$ cat config.mk
export PLATFORM = sky130hd
export DESIGN_NAME = ise_top
export DESIGN_NICKNAME = d
export VERILOG_FILES = /design/src/logic/ise_isa_pkg.sv /design/src/logic/ise_pipe_pkg.sv /design/src/logic/ise_decode.sv /design/src/logic/ise_packed_alu.sv /design/src/logic/ise_execute.sv /design/src/logic/ise_result.sv /design/src/logic/ise_top.sv
export VERILOG_INCLUDE_DIRS = /design/src /design/src/logic
export SDC_FILE = /design/constraint.sdc
export NUM_CORES = 2
export LEC_CHECK = 0
export ABC_AREA = 1
export BUFFER_PORTS_ARGS = -buffer_cell sky130_fd_sc_hd__buf_2
export CORE_UTILIZATION = 45
export CTS_CLUSTER_SIZE = 12
export DETAILED_ROUTE_END_ITERATION = 16
export PLACE_DENSITY = 0.63
export SLEW_MARGIN = 20
export SYNTH_ARGS = -nofsm -noshare
export SYNTH_HDL_FRONTEND = slang
export SYNTH_SLANG_ARGS = --single-unit
$ cat constraint.sdc
create_clock -name g_clk -period 21 [get_ports g_clk]
set_input_delay 1.05 -clock g_clk [delete_from_list [all_inputs] [get_ports g_clk]]
set_output_delay 1.05 -clock g_clk [all_outputs]
set_load 0.05 [all_outputs]
$ cat src/logic/ise_params.svh
`ifndef ISE_PARAMS_SVH
`define ISE_PARAMS_SVH

// Data path and register file sizes.
`define ISE_XLEN        32
`define ISE_NUM_CPR     16

// Custom major opcode in bits 6:0.
`define ISE_OPCODE      7'b0101011

// --------------------
// Pack width enables.
// --------------------
`define ISE_P32_EN      1'b1
`define ISE_P16_EN      1'b1
`define ISE_P8_EN       1'b1
`define ISE_P4_EN       1'b1
`define ISE_P2_EN       1'b1

`endif

$ cat src/logic/ise_isa_pkg.sv
`default_nettype none

`include "ise_params.svh"

package ise_isa_pkg;

    // Data and register index types.
    typedef logic [`ISE_XLEN-1:0]             word_t;
    typedef logic [$clog2(`ISE_NUM_CPR)-1:0]  cpr_addr_t;
    typedef logic [4:0]                       gpr_addr_t;
    typedef logic [`ISE_NUM_CPR-1:0]          cpr_mask_t;
    typedef logic [3:0]                       shamt_t;
    typedef logic [15:0]                      imm16_t;

    // Function codes from bits 31:27.
    typedef enum logic [4:0] {
        FUNCT_MV2GPR  = 5'd0,
        FUNCT_MV2COP  = 5'd1,
        FUNCT_ADD_PX  = 5'd2,
        FUNCT_SUB_PX  = 5'd3,
        FUNCT_SLLI_PX = 5'd4,
        FUNCT_SRLI_PX = 5'd5,
        FUNCT_CMOV    = 5'd6,
        FUNCT_CMOVN   = 5'd7,
        FUNCT_LUI     = 5'd8,
        FUNCT_LLI     = 5'd9
    } funct_e;

    // Lane width code from bits {24,19,11}.
    typedef enum logic [2:0] {
        PW_32 = 3'b000,
        PW_16 = 3'b001,
        PW_8  = 3'b010,
        PW_4  = 3'b011,
        PW_2  = 3'b100
    } pack_width_e;

    typedef enum logic [2:0] {
        RES_SUCCESS    = 3'b000,
        RES_DECODE_EXC = 3'b010
    } result_code_e;

endpackage

`default_nettype wire

$ cat src/logic/ise_pipe_pkg.sv
`default_nettype none

package ise_pipe_pkg;

    import ise_isa_pkg::*;

    // --------------------
    // Decode to execute.
    // --------------------
    typedef struct packed {
        logic         valid;
        funct_e       funct;
        cpr_addr_t    crd;
        cpr_addr_t    crs1;
        cpr_addr_t    crs2;
        gpr_addr_t    rd;
        shamt_t       shamt;
        imm16_t       imm16;
        pack_width_e  width;
        word_t        rs1;
        logic         invalid;
    } dec_op_t;

    // --------------------
    // Execute to result.
    // --------------------
    typedef struct packed {
        logic          valid;
        logic          cpr_wen;
        cpr_addr_t     cpr_addr;
        word_t         cpr_wdata;
        logic          gpr_wen;
        gpr_addr_t     gpr_addr;
        word_t         gpr_wdata;
        result_code_e  code;
    } exe_res_t;

endpackage

`default_nettype wire

$ cat src/logic/ise_decode.sv
`timescale 1ns/1ps
`default_nettype none

`include "ise_params.svh"

module ise_decode (
    input  wire logic                  g_clk,
    input  wire logic                  g_resetn,
    input  wire logic                  insn_valid,
    input  wire ise_isa_pkg::word_t    insn_enc,
    input  wire ise_isa_pkg::word_t    rs1_data,
    output ise_pipe_pkg::dec_op_t      dec_op
);

    import ise_isa_pkg::*;
    import ise_pipe_pkg::*;

    logic       opcode_ok;
    logic       funct_ok;
    logic       is_px;
    logic       pw_ok;
    logic [2:0] pw_code;
    dec_op_t    dec_d;
    dec_op_t    dec_q;
    logic       valid_q;

    assign pw_code   = {insn_enc[24], insn_enc[19], insn_enc[11]};
    assign opcode_ok = (insn_enc[6:0] == `ISE_OPCODE);
    assign funct_ok  = (insn_enc[31:27] <= 5'd9);
    assign is_px     = (insn_enc[31:27] >= 5'd2) && (insn_enc[31:27] <= 5'd5);

    // Lane width must be a known code and enabled.
    always_comb
    begin
        case (pw_code)
            3'b000:  pw_ok = `ISE_P32_EN;
            3'b001:  pw_ok = `ISE_P16_EN;
            3'b010:  pw_ok = `ISE_P8_EN;
            3'b011:  pw_ok = `ISE_P4_EN;
            3'b100:  pw_ok = `ISE_P2_EN;
            default: pw_ok = 1'b0;
        endcase
    end

    // Field slicing.
    always_comb
    begin
        dec_d         = '0;
        dec_d.valid   = 1'b1;
        dec_d.funct   = funct_e'(insn_enc[31:27]);
        dec_d.crd     = insn_enc[10:7];
        dec_d.crs1    = insn_enc[18:15];
        dec_d.crs2    = insn_enc[23:20];
        dec_d.rd      = insn_enc[11:7];
        dec_d.shamt   = insn_enc[23:20];
        dec_d.imm16   = insn_enc[26:11];
        dec_d.width   = pack_width_e'(pw_code);
        dec_d.rs1     = rs1_data;
        dec_d.invalid = !opcode_ok || !funct_ok || (is_px && !pw_ok);
    end

    always_ff @(posedge g_clk)
    begin
        if (!g_resetn)
            valid_q <= 1'b0;
        else
            valid_q <= insn_valid;
    end

    always_ff @(posedge g_clk)
    begin
        if (insn_valid)
            dec_q <= dec_d;
    end

    always_comb
    begin
        dec_op       = dec_q;
        dec_op.valid = valid_q;
    end

    a_px_width_legal: assert property (@(posedge g_clk) disable iff (!g_resetn)
        (dec_op.valid && !dec_op.invalid &&
         (dec_op.funct inside {FUNCT_ADD_PX, FUNCT_SUB_PX, FUNCT_SLLI_PX, FUNCT_SRLI_PX}))
        |-> (dec_op.width inside {PW_32, PW_16, PW_8, PW_4, PW_2}));

endmodule

`default_nettype wire

$ cat src/logic/ise_packed_alu.sv
`timescale 1ns/1ps
`default_nettype none

module ise_packed_alu (
    input  wire ise_isa_pkg::word_t        op_a,
    input  wire ise_isa_pkg::word_t        op_b,
    input  wire ise_isa_pkg::shamt_t       shamt,
    input  wire ise_isa_pkg::pack_width_e  width,
    input  wire ise_isa_pkg::funct_e       funct,
    output ise_isa_pkg::word_t             result
);

    import ise_isa_pkg::*;

    localparam int W = $bits(word_t);

    logic [5:0] lane_w;
    logic [4:0] lane_mask;
    logic       sub;
    word_t      sum;
    word_t      shl;
    word_t      shr;

    always_comb
    begin
        case (width)
            PW_16:   lane_w = 6'd16;
            PW_8:    lane_w = 6'd8;
            PW_4:    lane_w = 6'd4;
            PW_2:    lane_w = 6'd2;
            default: lane_w = 6'd32;
        endcase
    end

    assign lane_mask = 5'(lane_w - 6'd1);
    assign sub       = (funct == FUNCT_SUB_PX);

    // Ripple add, carry restarts at each lane base.
    always_comb
    begin : add_sub
        logic carry;
        logic b_bit;
        carry = sub;
        for (int i = 0; i < W; i++)
        begin
            if ((5'(i) & lane_mask) == 5'd0)
                carry = sub;
            b_bit  = op_b[i] ^ sub;
            sum[i] = op_a[i] ^ b_bit ^ carry;
            carry  = (op_a[i] & b_bit) | (carry & (op_a[i] ^ b_bit));
        end
    end

    // Source bit must stay inside the lane, otherwise zero fill.
    always_comb
    begin : shifts
        int offs;
        shl = '0;
        shr = '0;
        for (int i = 0; i < W; i++)
        begin
            offs = i & int'(lane_mask);
            if (offs >= int'(shamt))
                shl[i] = op_a[i - int'(shamt)];
            if (offs + int'(shamt) < int'(lane_w))
                shr[i] = op_a[i + int'(shamt)];
        end
    end

    always_comb
    begin
        case (funct)
            FUNCT_SLLI_PX: result = shl;
            FUNCT_SRLI_PX: result = shr;
            default:       result = sum;
        endcase
    end

endmodule

`default_nettype wire

$ cat src/logic/ise_execute.sv
`timescale 1ns/1ps
`default_nettype none

module ise_execute (
    input  wire ise_pipe_pkg::dec_op_t  dec_op,
    output ise_isa_pkg::cpr_addr_t      cpr_raddr_a,
    output ise_isa_pkg::cpr_addr_t      cpr_raddr_b,
    input  wire ise_isa_pkg::word_t     cpr_rdata_a,
    input  wire ise_isa_pkg::word_t     cpr_rdata_b,
    output ise_pipe_pkg::exe_res_t      exe_res
);

    import ise_isa_pkg::*;
    import ise_pipe_pkg::*;

    word_t alu_result;
    logic  cpr_wen;
    logic  gpr_wen;
    word_t wdata;

    // lui and lli merge into the old crd value.
    assign cpr_raddr_a = (dec_op.funct inside {FUNCT_LUI, FUNCT_LLI}) ? dec_op.crd : dec_op.crs1;
    assign cpr_raddr_b = dec_op.crs2;

    ise_packed_alu alu_inst (
        .op_a   (cpr_rdata_a),
        .op_b   (cpr_rdata_b),
        .shamt  (dec_op.shamt),
        .width  (dec_op.width),
        .funct  (dec_op.funct),
        .result (alu_result)
    );

    // --------------------
    // Write-back select.
    // --------------------
    always_comb
    begin
        cpr_wen = 1'b0;
        gpr_wen = 1'b0;
        wdata   = cpr_rdata_a;
        if (!dec_op.invalid)
        begin
            case (dec_op.funct)
                FUNCT_MV2GPR: gpr_wen = 1'b1;
                FUNCT_MV2COP:
                begin
                    cpr_wen = 1'b1;
                    wdata   = dec_op.rs1;
                end
                FUNCT_ADD_PX, FUNCT_SUB_PX, FUNCT_SLLI_PX, FUNCT_SRLI_PX:
                begin
                    cpr_wen = 1'b1;
                    wdata   = alu_result;
                end
                FUNCT_CMOV:   cpr_wen = (cpr_rdata_b == '0);
                FUNCT_CMOVN:  cpr_wen = (cpr_rdata_b != '0);
                FUNCT_LUI:
                begin
                    cpr_wen = 1'b1;
                    wdata   = {dec_op.imm16, cpr_rdata_a[15:0]};
                end
                FUNCT_LLI:
                begin
                    cpr_wen = 1'b1;
                    wdata   = {cpr_rdata_a[31:16], dec_op.imm16};
                end
                default: ;
            endcase
        end
    end

    always_comb
    begin
        exe_res           = '0;
        exe_res.valid     = dec_op.valid;
        exe_res.cpr_wen   = dec_op.valid && cpr_wen;
        exe_res.cpr_addr  = dec_op.crd;
        exe_res.cpr_wdata = wdata;
        exe_res.gpr_wen   = dec_op.valid && gpr_wen;
        exe_res.gpr_addr  = dec_op.rd;
        exe_res.gpr_wdata = wdata;
        exe_res.code      = dec_op.invalid ? RES_DECODE_EXC : RES_SUCCESS;
    end

endmodule

`default_nettype wire

$ cat src/logic/ise_result.sv
`timescale 1ns/1ps
`default_nettype none

`include "ise_params.svh"

module ise_result (
    input  wire logic                    g_clk,
    input  wire logic                    g_resetn,
    input  wire ise_isa_pkg::cpr_addr_t  cpr_raddr_a,
    input  wire ise_isa_pkg::cpr_addr_t  cpr_raddr_b,
    output ise_isa_pkg::word_t           cpr_rdata_a,
    output ise_isa_pkg::word_t           cpr_rdata_b,
    input  wire ise_pipe_pkg::exe_res_t  exe_res,
    output logic                         result_valid,
    output ise_isa_pkg::result_code_e    result_code,
    output ise_isa_pkg::cpr_mask_t       cprs_written,
    output logic                         rd_wen,
    output ise_isa_pkg::gpr_addr_t       rd_addr,
    output ise_isa_pkg::word_t           rd_data
);

    import ise_isa_pkg::*;
    import ise_pipe_pkg::*;

    word_t cprs [`ISE_NUM_CPR];

    // Combinational read, so a write at this edge is seen next cycle.
    assign cpr_rdata_a = cprs[cpr_raddr_a];
    assign cpr_rdata_b = cprs[cpr_raddr_b];

    // --------------------
    // CPR file.
    // --------------------
    always_ff @(posedge g_clk)
    begin
        if (!g_resetn)
        begin
            for (int i = 0; i < `ISE_NUM_CPR; i++)
                cprs[i] <= '0;
        end
        else if (exe_res.cpr_wen)
        begin
            cprs[exe_res.cpr_addr] <= exe_res.cpr_wdata;
        end
    end

    // Outputs hold between instructions.
    always_ff @(posedge g_clk)
    begin
        if (!g_resetn)
        begin
            result_valid <= 1'b0;
            result_code  <= RES_SUCCESS;
            cprs_written <= '0;
            rd_wen       <= 1'b0;
        end
        else
        begin
            result_valid <= exe_res.valid;
            if (exe_res.valid)
            begin
                result_code  <= exe_res.code;
                cprs_written <= exe_res.cpr_wen ? (cpr_mask_t'(1) << exe_res.cpr_addr) : '0;
                rd_wen       <= exe_res.gpr_wen;
            end
        end
    end

    always_ff @(posedge g_clk)
    begin
        if (exe_res.valid)
        begin
            rd_addr <= exe_res.gpr_addr;
            rd_data <= exe_res.gpr_wdata;
        end
    end

    a_fail_no_write: assert property (@(posedge g_clk) disable iff (!g_resetn)
        (exe_res.valid && exe_res.code != RES_SUCCESS) |=> (!rd_wen && cprs_written == '0));

    a_one_dest: assert property (@(posedge g_clk) disable iff (!g_resetn)
        exe_res.valid |=> !(rd_wen && (cprs_written != '0)));

endmodule

`default_nettype wire

$ cat src/logic/ise_top.sv
`timescale 1ns/1ps
`default_nettype none

module ise_top (
    input  wire logic                  g_clk,
    input  wire logic                  g_resetn,
    input  wire logic                  insn_valid,
    input  wire ise_isa_pkg::word_t    insn_enc,
    input  wire ise_isa_pkg::word_t    rs1_data,
    output logic                       result_valid,
    output ise_isa_pkg::result_code_e  result_code,
    output ise_isa_pkg::cpr_mask_t     cprs_written,
    output logic                       rd_wen,
    output ise_isa_pkg::gpr_addr_t     rd_addr,
    output ise_isa_pkg::word_t         rd_data
);

    import ise_isa_pkg::*;
    import ise_pipe_pkg::*;

    dec_op_t   dec_op;
    exe_res_t  exe_res;
    cpr_addr_t cpr_raddr_a;
    cpr_addr_t cpr_raddr_b;
    word_t     cpr_rdata_a;
    word_t     cpr_rdata_b;

    ise_decode decode_inst (
        .g_clk      (g_clk),
        .g_resetn   (g_resetn),
        .insn_valid (insn_valid),
        .insn_enc   (insn_enc),
        .rs1_data   (rs1_data),
        .dec_op     (dec_op)
    );

    ise_execute execute_inst (
        .dec_op      (dec_op),
        .cpr_raddr_a (cpr_raddr_a),
        .cpr_raddr_b (cpr_raddr_b),
        .cpr_rdata_a (cpr_rdata_a),
        .cpr_rdata_b (cpr_rdata_b),
        .exe_res     (exe_res)
    );

    ise_result result_inst (
        .g_clk        (g_clk),
        .g_resetn     (g_resetn),
        .cpr_raddr_a  (cpr_raddr_a),
        .cpr_raddr_b  (cpr_raddr_b),
        .cpr_rdata_a  (cpr_rdata_a),
        .cpr_rdata_b  (cpr_rdata_b),
        .exe_res      (exe_res),
        .result_valid (result_valid),
        .result_code  (result_code),
        .cprs_written (cprs_written),
        .rd_wen       (rd_wen),
        .rd_addr      (rd_addr),
        .rd_data      (rd_data)
    );

endmodule

`default_nettype wire

-- Word level (Yosys, flattened, before mapping)
Memories as Yosys holds them, arrays and structs flattened. A register that Yosys moved wholly into a read port is not among the register bits.
Cells that the tools add are included.
Widths: inputs -> output; s select.
- flip-flop bits (word level): 133
- RAM bits: 512
- input bits: 67
- output and inout port bits: 58
- word-level logic and storage cells: 806
- memories kept: 1
- add/sub/neg operators: 95
- magnitude comparators: 131
- equal/unequal tests: 18
- shift operators: 1
- muxes and demuxes: 306
- bitwise gates (word level): 189
- reduce and logical (&&, ||, !) cells: 49
- memories (name ; depth ; bits a word ; rd ports ; clocked after memory_dff ; write ports ; line ; source):
    result_inst.cprs ; 16 ; 32 ; 2 ; 1 ; 16 ; ise_result.sv:25 ; word_t cprs [`ISE_NUM_CPR];
- operators by type and width (cell ; count):
    $bmux 1 s5 ; 63
    $mux 1 ; 231
    $logic_not 5->1 ; 32
    $pmux 32 s4 ; 1
    $lt 5x7->1 const B ; 16
    $lt 6x7->1 const B ; 16
    $add 5x4->6 ; 16
    $add 5x4->6 const A ; 16
    $lt 6x6->1 ; 16
    $lt 6x6->1 const B ; 16
    $sub 5x4->6 const A ; 16
    $xor 1x1->1 ; 96
    $lt 5x6->1 ; 15
    $lt 5x6->1 const B ; 15
    $ge 5x4->1 ; 16
    $mux 32 ; 2
    $pmux 32 s2 ; 1
    $and 1x1->1 ; 62
    $add 4x4->5 ; 8
    $add 4x4->5 const A ; 8
    $sub 4x4->5 const A ; 8
    $ge 4x4->1 ; 8
    $logic_not 32->1 ; 1
    $reduce_bool 32->1 ; 1
    44 further kinds ; 109

-- Logic depth before layout (Yosys ltp)
An unclocked memory read counts as a cell.
- depth in word-level cells: 103
- depth in mapped cells: 86
- depth with buffers taken out: 82

-- Cells and area by module
From an unflattened synthesis, not the netlist that was laid out.
- cells, all modules: 6024
- area, all modules: 43636.9 um2
- modules (own cells, without submodules) (module ; instances ; cells each ; area an instance (um2) ; sequential area each (um2)):
    ise_result ; 1 ; 4043 ; 31351.3 ; 16906.2
    ise_packed_alu ; 1 ; 1533 ; 8570.7 ; 0.0
    ise_decode ; 1 ; 101 ; 2013.2 ; 1761.7
    ise_execute ; 1 ; 347 ; 1701.6 ; 0.0

-- Least setup slack after synthesis
No wires, ideal clock.
- kind: reg2reg
- start point: register decode_inst.dec_q, in the netlist decode_inst.dec_op[75]
- end point: memory result_inst.cprs[14][31] (netlist bit) (data pin)
- setup time: 0.260 ns
- data arrival time: 16.041 ns
- required time: 20.740 ns
- slack: 4.699 ns
- cell stages (with the launch flop): 79
- buffers on the path: 2
- period minus slack after synthesis: 16.301 ns
- path through: edfxtp_1 > nor2_1 > inv_1 > nor3_1 > inv_1 > nor2_1 > clkbuf_1 > xor2_1 > fa_1 > nand2_1 > nand2_1 > fa_1 > fa_1 > nand2_1 > o21ai_0 > fa_1 > fa_1 > nand2_1 > [43 not listed] > a21oi_1 > a31oi_1 > fa_1 > inv_1 > fa_1 > o21ai_0 > fa_1 > xor2_1 > xnor2_1 > a21oi_1 > o21ai_0 > nor2_1 > nand2_1 > inv_1 > nand2_1 > nand2_2 > buf_4 > nor2_1
- RTL lines (what ; line ; source):
    start: declaration ; ise_decode.sv:24 ; dec_op_t dec_q;
    start signal: assignment ; ise_decode.sv:73 ; dec_q <= dec_d;
    end: declaration ; ise_result.sv:25 ;

==> reports/results.ini <==
[outcome]
status = completed

[worst_setup_path]
crit_path_start_kind = register
critPathBufInv = 3
crit_slowest_cell = nand2_4
cpLargestDelayFamily = adder cells
cp.arrival_ns = 19.11
endpoint_kind = register
crit_type = reg2reg
cp_common_cell = fa_1
worstPathRequired_ns = 21.37
path_max_fanout = 67
slowest_delay_ns = 0.74

[synth]
synth-seq-cells = 631
yosysWarnings = 0
synth_edf_count = 607
netlist_top_cells_area = edfxtp_1 (42%), nand3_1 (14%), nand2_1 (8.4%), inv_1 (5.8%), nor2_1 (5.0%)
yosysMostFrequentCell = nand3_1
async_reset_ff_share_pct = 0
yosys.area.top_type = edfxtp_1
synth_cell_types = 54
synthCells = 5507
synth_top_area_share_pct = 42.32
synth-main-ff-cell = edfxtp_1
ys_seq_area_share_pct = 43.44
synth_top_cells_by_count = nand3_1 (1,237), nand2_1 (965), inv_1 (669), edfxtp_1 (607), nor2_1 (573)
synth_area_mm2 = 0.04307
syn_area_per_cell_um2 = 7.820

[drt]
via_per_inst = 6.068
antenna_left = 0
wire_per_inst_um = 27.23
num_vias = 40907
first_pass_iters = 6
dr.first_iter.drc_count = 6269
drt_wl_total_mm = 183.5
drc = 0

[global_route]
grt-ovfl-total = 0
grt_pass1_wl_mm = 262.2
grt_util_met2_pct = 56.75
antenna_found_initial = 1
grt_max_degree = 162
grt_pass1_vias = 37729
grt_use_met1_pct = 48.78
grt_use_met3_pct = 7.467
grt.busiest_layer = met2
grt.total_usage_pct = 37.14

[floorplan]
start_util_pct = 45.40
std_cell_rows = 113
die_h_um = 311.4
die_x_um = 311.4
coreArea_mm2 = 0.09487
io_pins = 125
dieArea_mm2 = 0.09695

[timing]
maxSlewViolCount = 0
fmax_mhz = 53.37
setup_viol = 0
period_minus_slack_ns = 18.74
tightest_slew_ns = 1.078
setup_tns_ns = 0
fin_skew_ns = 0.04552
rsz0062_at_grt = false
period_share_pct = 89.23
slew_headroom_pct = 28.14
worst_slack_ns = 2.262
whs_ns = 0.4677
final-hold-violation-count = 0

[power]
vdd_ir_drop_max_v = 0.00007252
power.static_leakage_nw = 19.76
p_total_mw = 3.977
power_density_mw_per_mm2 = 85.98

[hold_path]
min_path_type = reg2reg

[place]
pre_cts_ws_ns = 2.587
port_buffers = 122
dpl.hpwl_mm = 123.0
gp_congestion = 1.076

[clock_network]
cts_made_buffers = 71
clk_pin_slew_ns = 0.06
cts_setup_buffers = 0
clock-sinks = 631
htree_levels = 3
tritoncts = yes
cts_resized = 0
cts_hold_buf = 0
clk_latency_ns = 0.66
cts_buffer_depth = 3
cts_root_buffer = clkbuf_16

[finish]
insertedDiodeCount = 0
ff_latch_area_mm2 = 0.01872
drive_above_1_share_pct = 9.533
syn2layout_area_growth_pct = 7.403
nFillCells = 9287
final_net_count = 5616
multi_input_area_mm2 = 0.01972

[run]
cap_violations = 0

-- registers in the layout, summed over array words and instances, names as in the netlist, named ones only --
signal,flops
result_inst.rd_wen,1
result_inst.rd_data,32
result_inst.result_valid,1
result_inst.cprs,512
result_inst.result_code,1
result_inst.rd_addr,5
decode_inst.valid_q,1
decode_inst.dec_op,58
result_inst.cprs_written,16
-- path summary, 6_finish.rpt --
check | startpoint | to | cells after the start | slack (ns)
min | result_inst.cprs_written[13]$_SDFFE_PN0P_ | result_inst.cprs_written[13]$_SDFFE_PN0P_ | 2 | 0.47
max reg2reg | decode_inst.dec_op[76]$_DFFE_PP_ | result_inst.cprs[10][31]$_SDFFCE_PN0P_ | 82 | 2.26
min reg2reg | result_inst.cprs_written[13]$_SDFFE_PN0P_ | result_inst.cprs_written[13]$_SDFFE_PN0P_ | 2 | 0.47
max | decode_inst.dec_op[76]$_DFFE_PP_ | result_inst.cprs[10][31]$_SDFFCE_PN0P_ | 82 | 2.26
-- power by group --
group,switching [mW],total [mW],internal [mW]
clock network,0.542,1.21,0.667
registers,0.0322,1.47,1.44
logic,0.970,1.30,0.331
total,1.54,3.98,2.43
-- through the flow --
stage	util, %	cells	cell area (µm²)
6_report	48.76	6741	46250
5_1_grt	48.76	6741	46250
4_1_cts	48.76	6741	46250
3_5_place_dp	46.45	6612	44060
3_3_place_gp	46.44	6612	44060
2_1_floorplan	-	5508	43070
-- placed cells by master (no fill, tap or decap), drive strengths merged, types with 34 or more instances in the layout --
| master | n |
|---|---|
| a21oi | 194 |
| buf | 216 |
| clkbuf | 102 |
| edfxtp | 607 |
| fa | 34 |
| ha | 95 |
| inv | 706 |
| nand2 | 1007 |
| nand3 | 1248 |
| nor2 | 654 |
| o211ai | 150 |
| o21ai | 211 |
| xor2 | 59 |
-- final cells by class --
| class | instances | area share (%) |
|---|---|---|
| Clock buffer | 102 | 4.312 |
| Clock inverter | 27 | 0.4274 |
| Tap cell | 1265 | 3.422 |
| Multi-Input combinational cell | 3790 | 42.62 |
| Timing Repair Buffer | 216 | 2.981 |
| Sequential cell | 631 | 40.47 |
| Inverter | 710 | 5.762 |
-- metal layers --
metal  vias to the layer above  wire (µm)
li1                      18277          -
met1                     19639      70870
met2                      2475      80280
met3                       514      19970
met4                         2      12410
met5                         -         11
-- tightest hold or removal path, cell delays in order (launching register included) --
cell	delay, ns
dfxtp_1	0.30
nand3_1	0.07
nand2_1	0.05
-- logic make-up (layout without fill, tap and decap cells) --
kind of cell | Yosys count | after routing | share of synthesized area, %
xor gates and xnor gates | 68 | 68 | 1.383
other | 1 | 2 | 0.008708
DFF | 631 | 631 | 43.44
AOI/OAI and AO/OA | 653 | 653 | 9.175
and+or+nand+nor | 2938 | 2938 | 30.51
buffers and inverters | 1087 | 1055 | 11.14
adders and majority gates | 129 | 129 | 4.340
No activity file was read; power rests on OpenSTA's default activity.
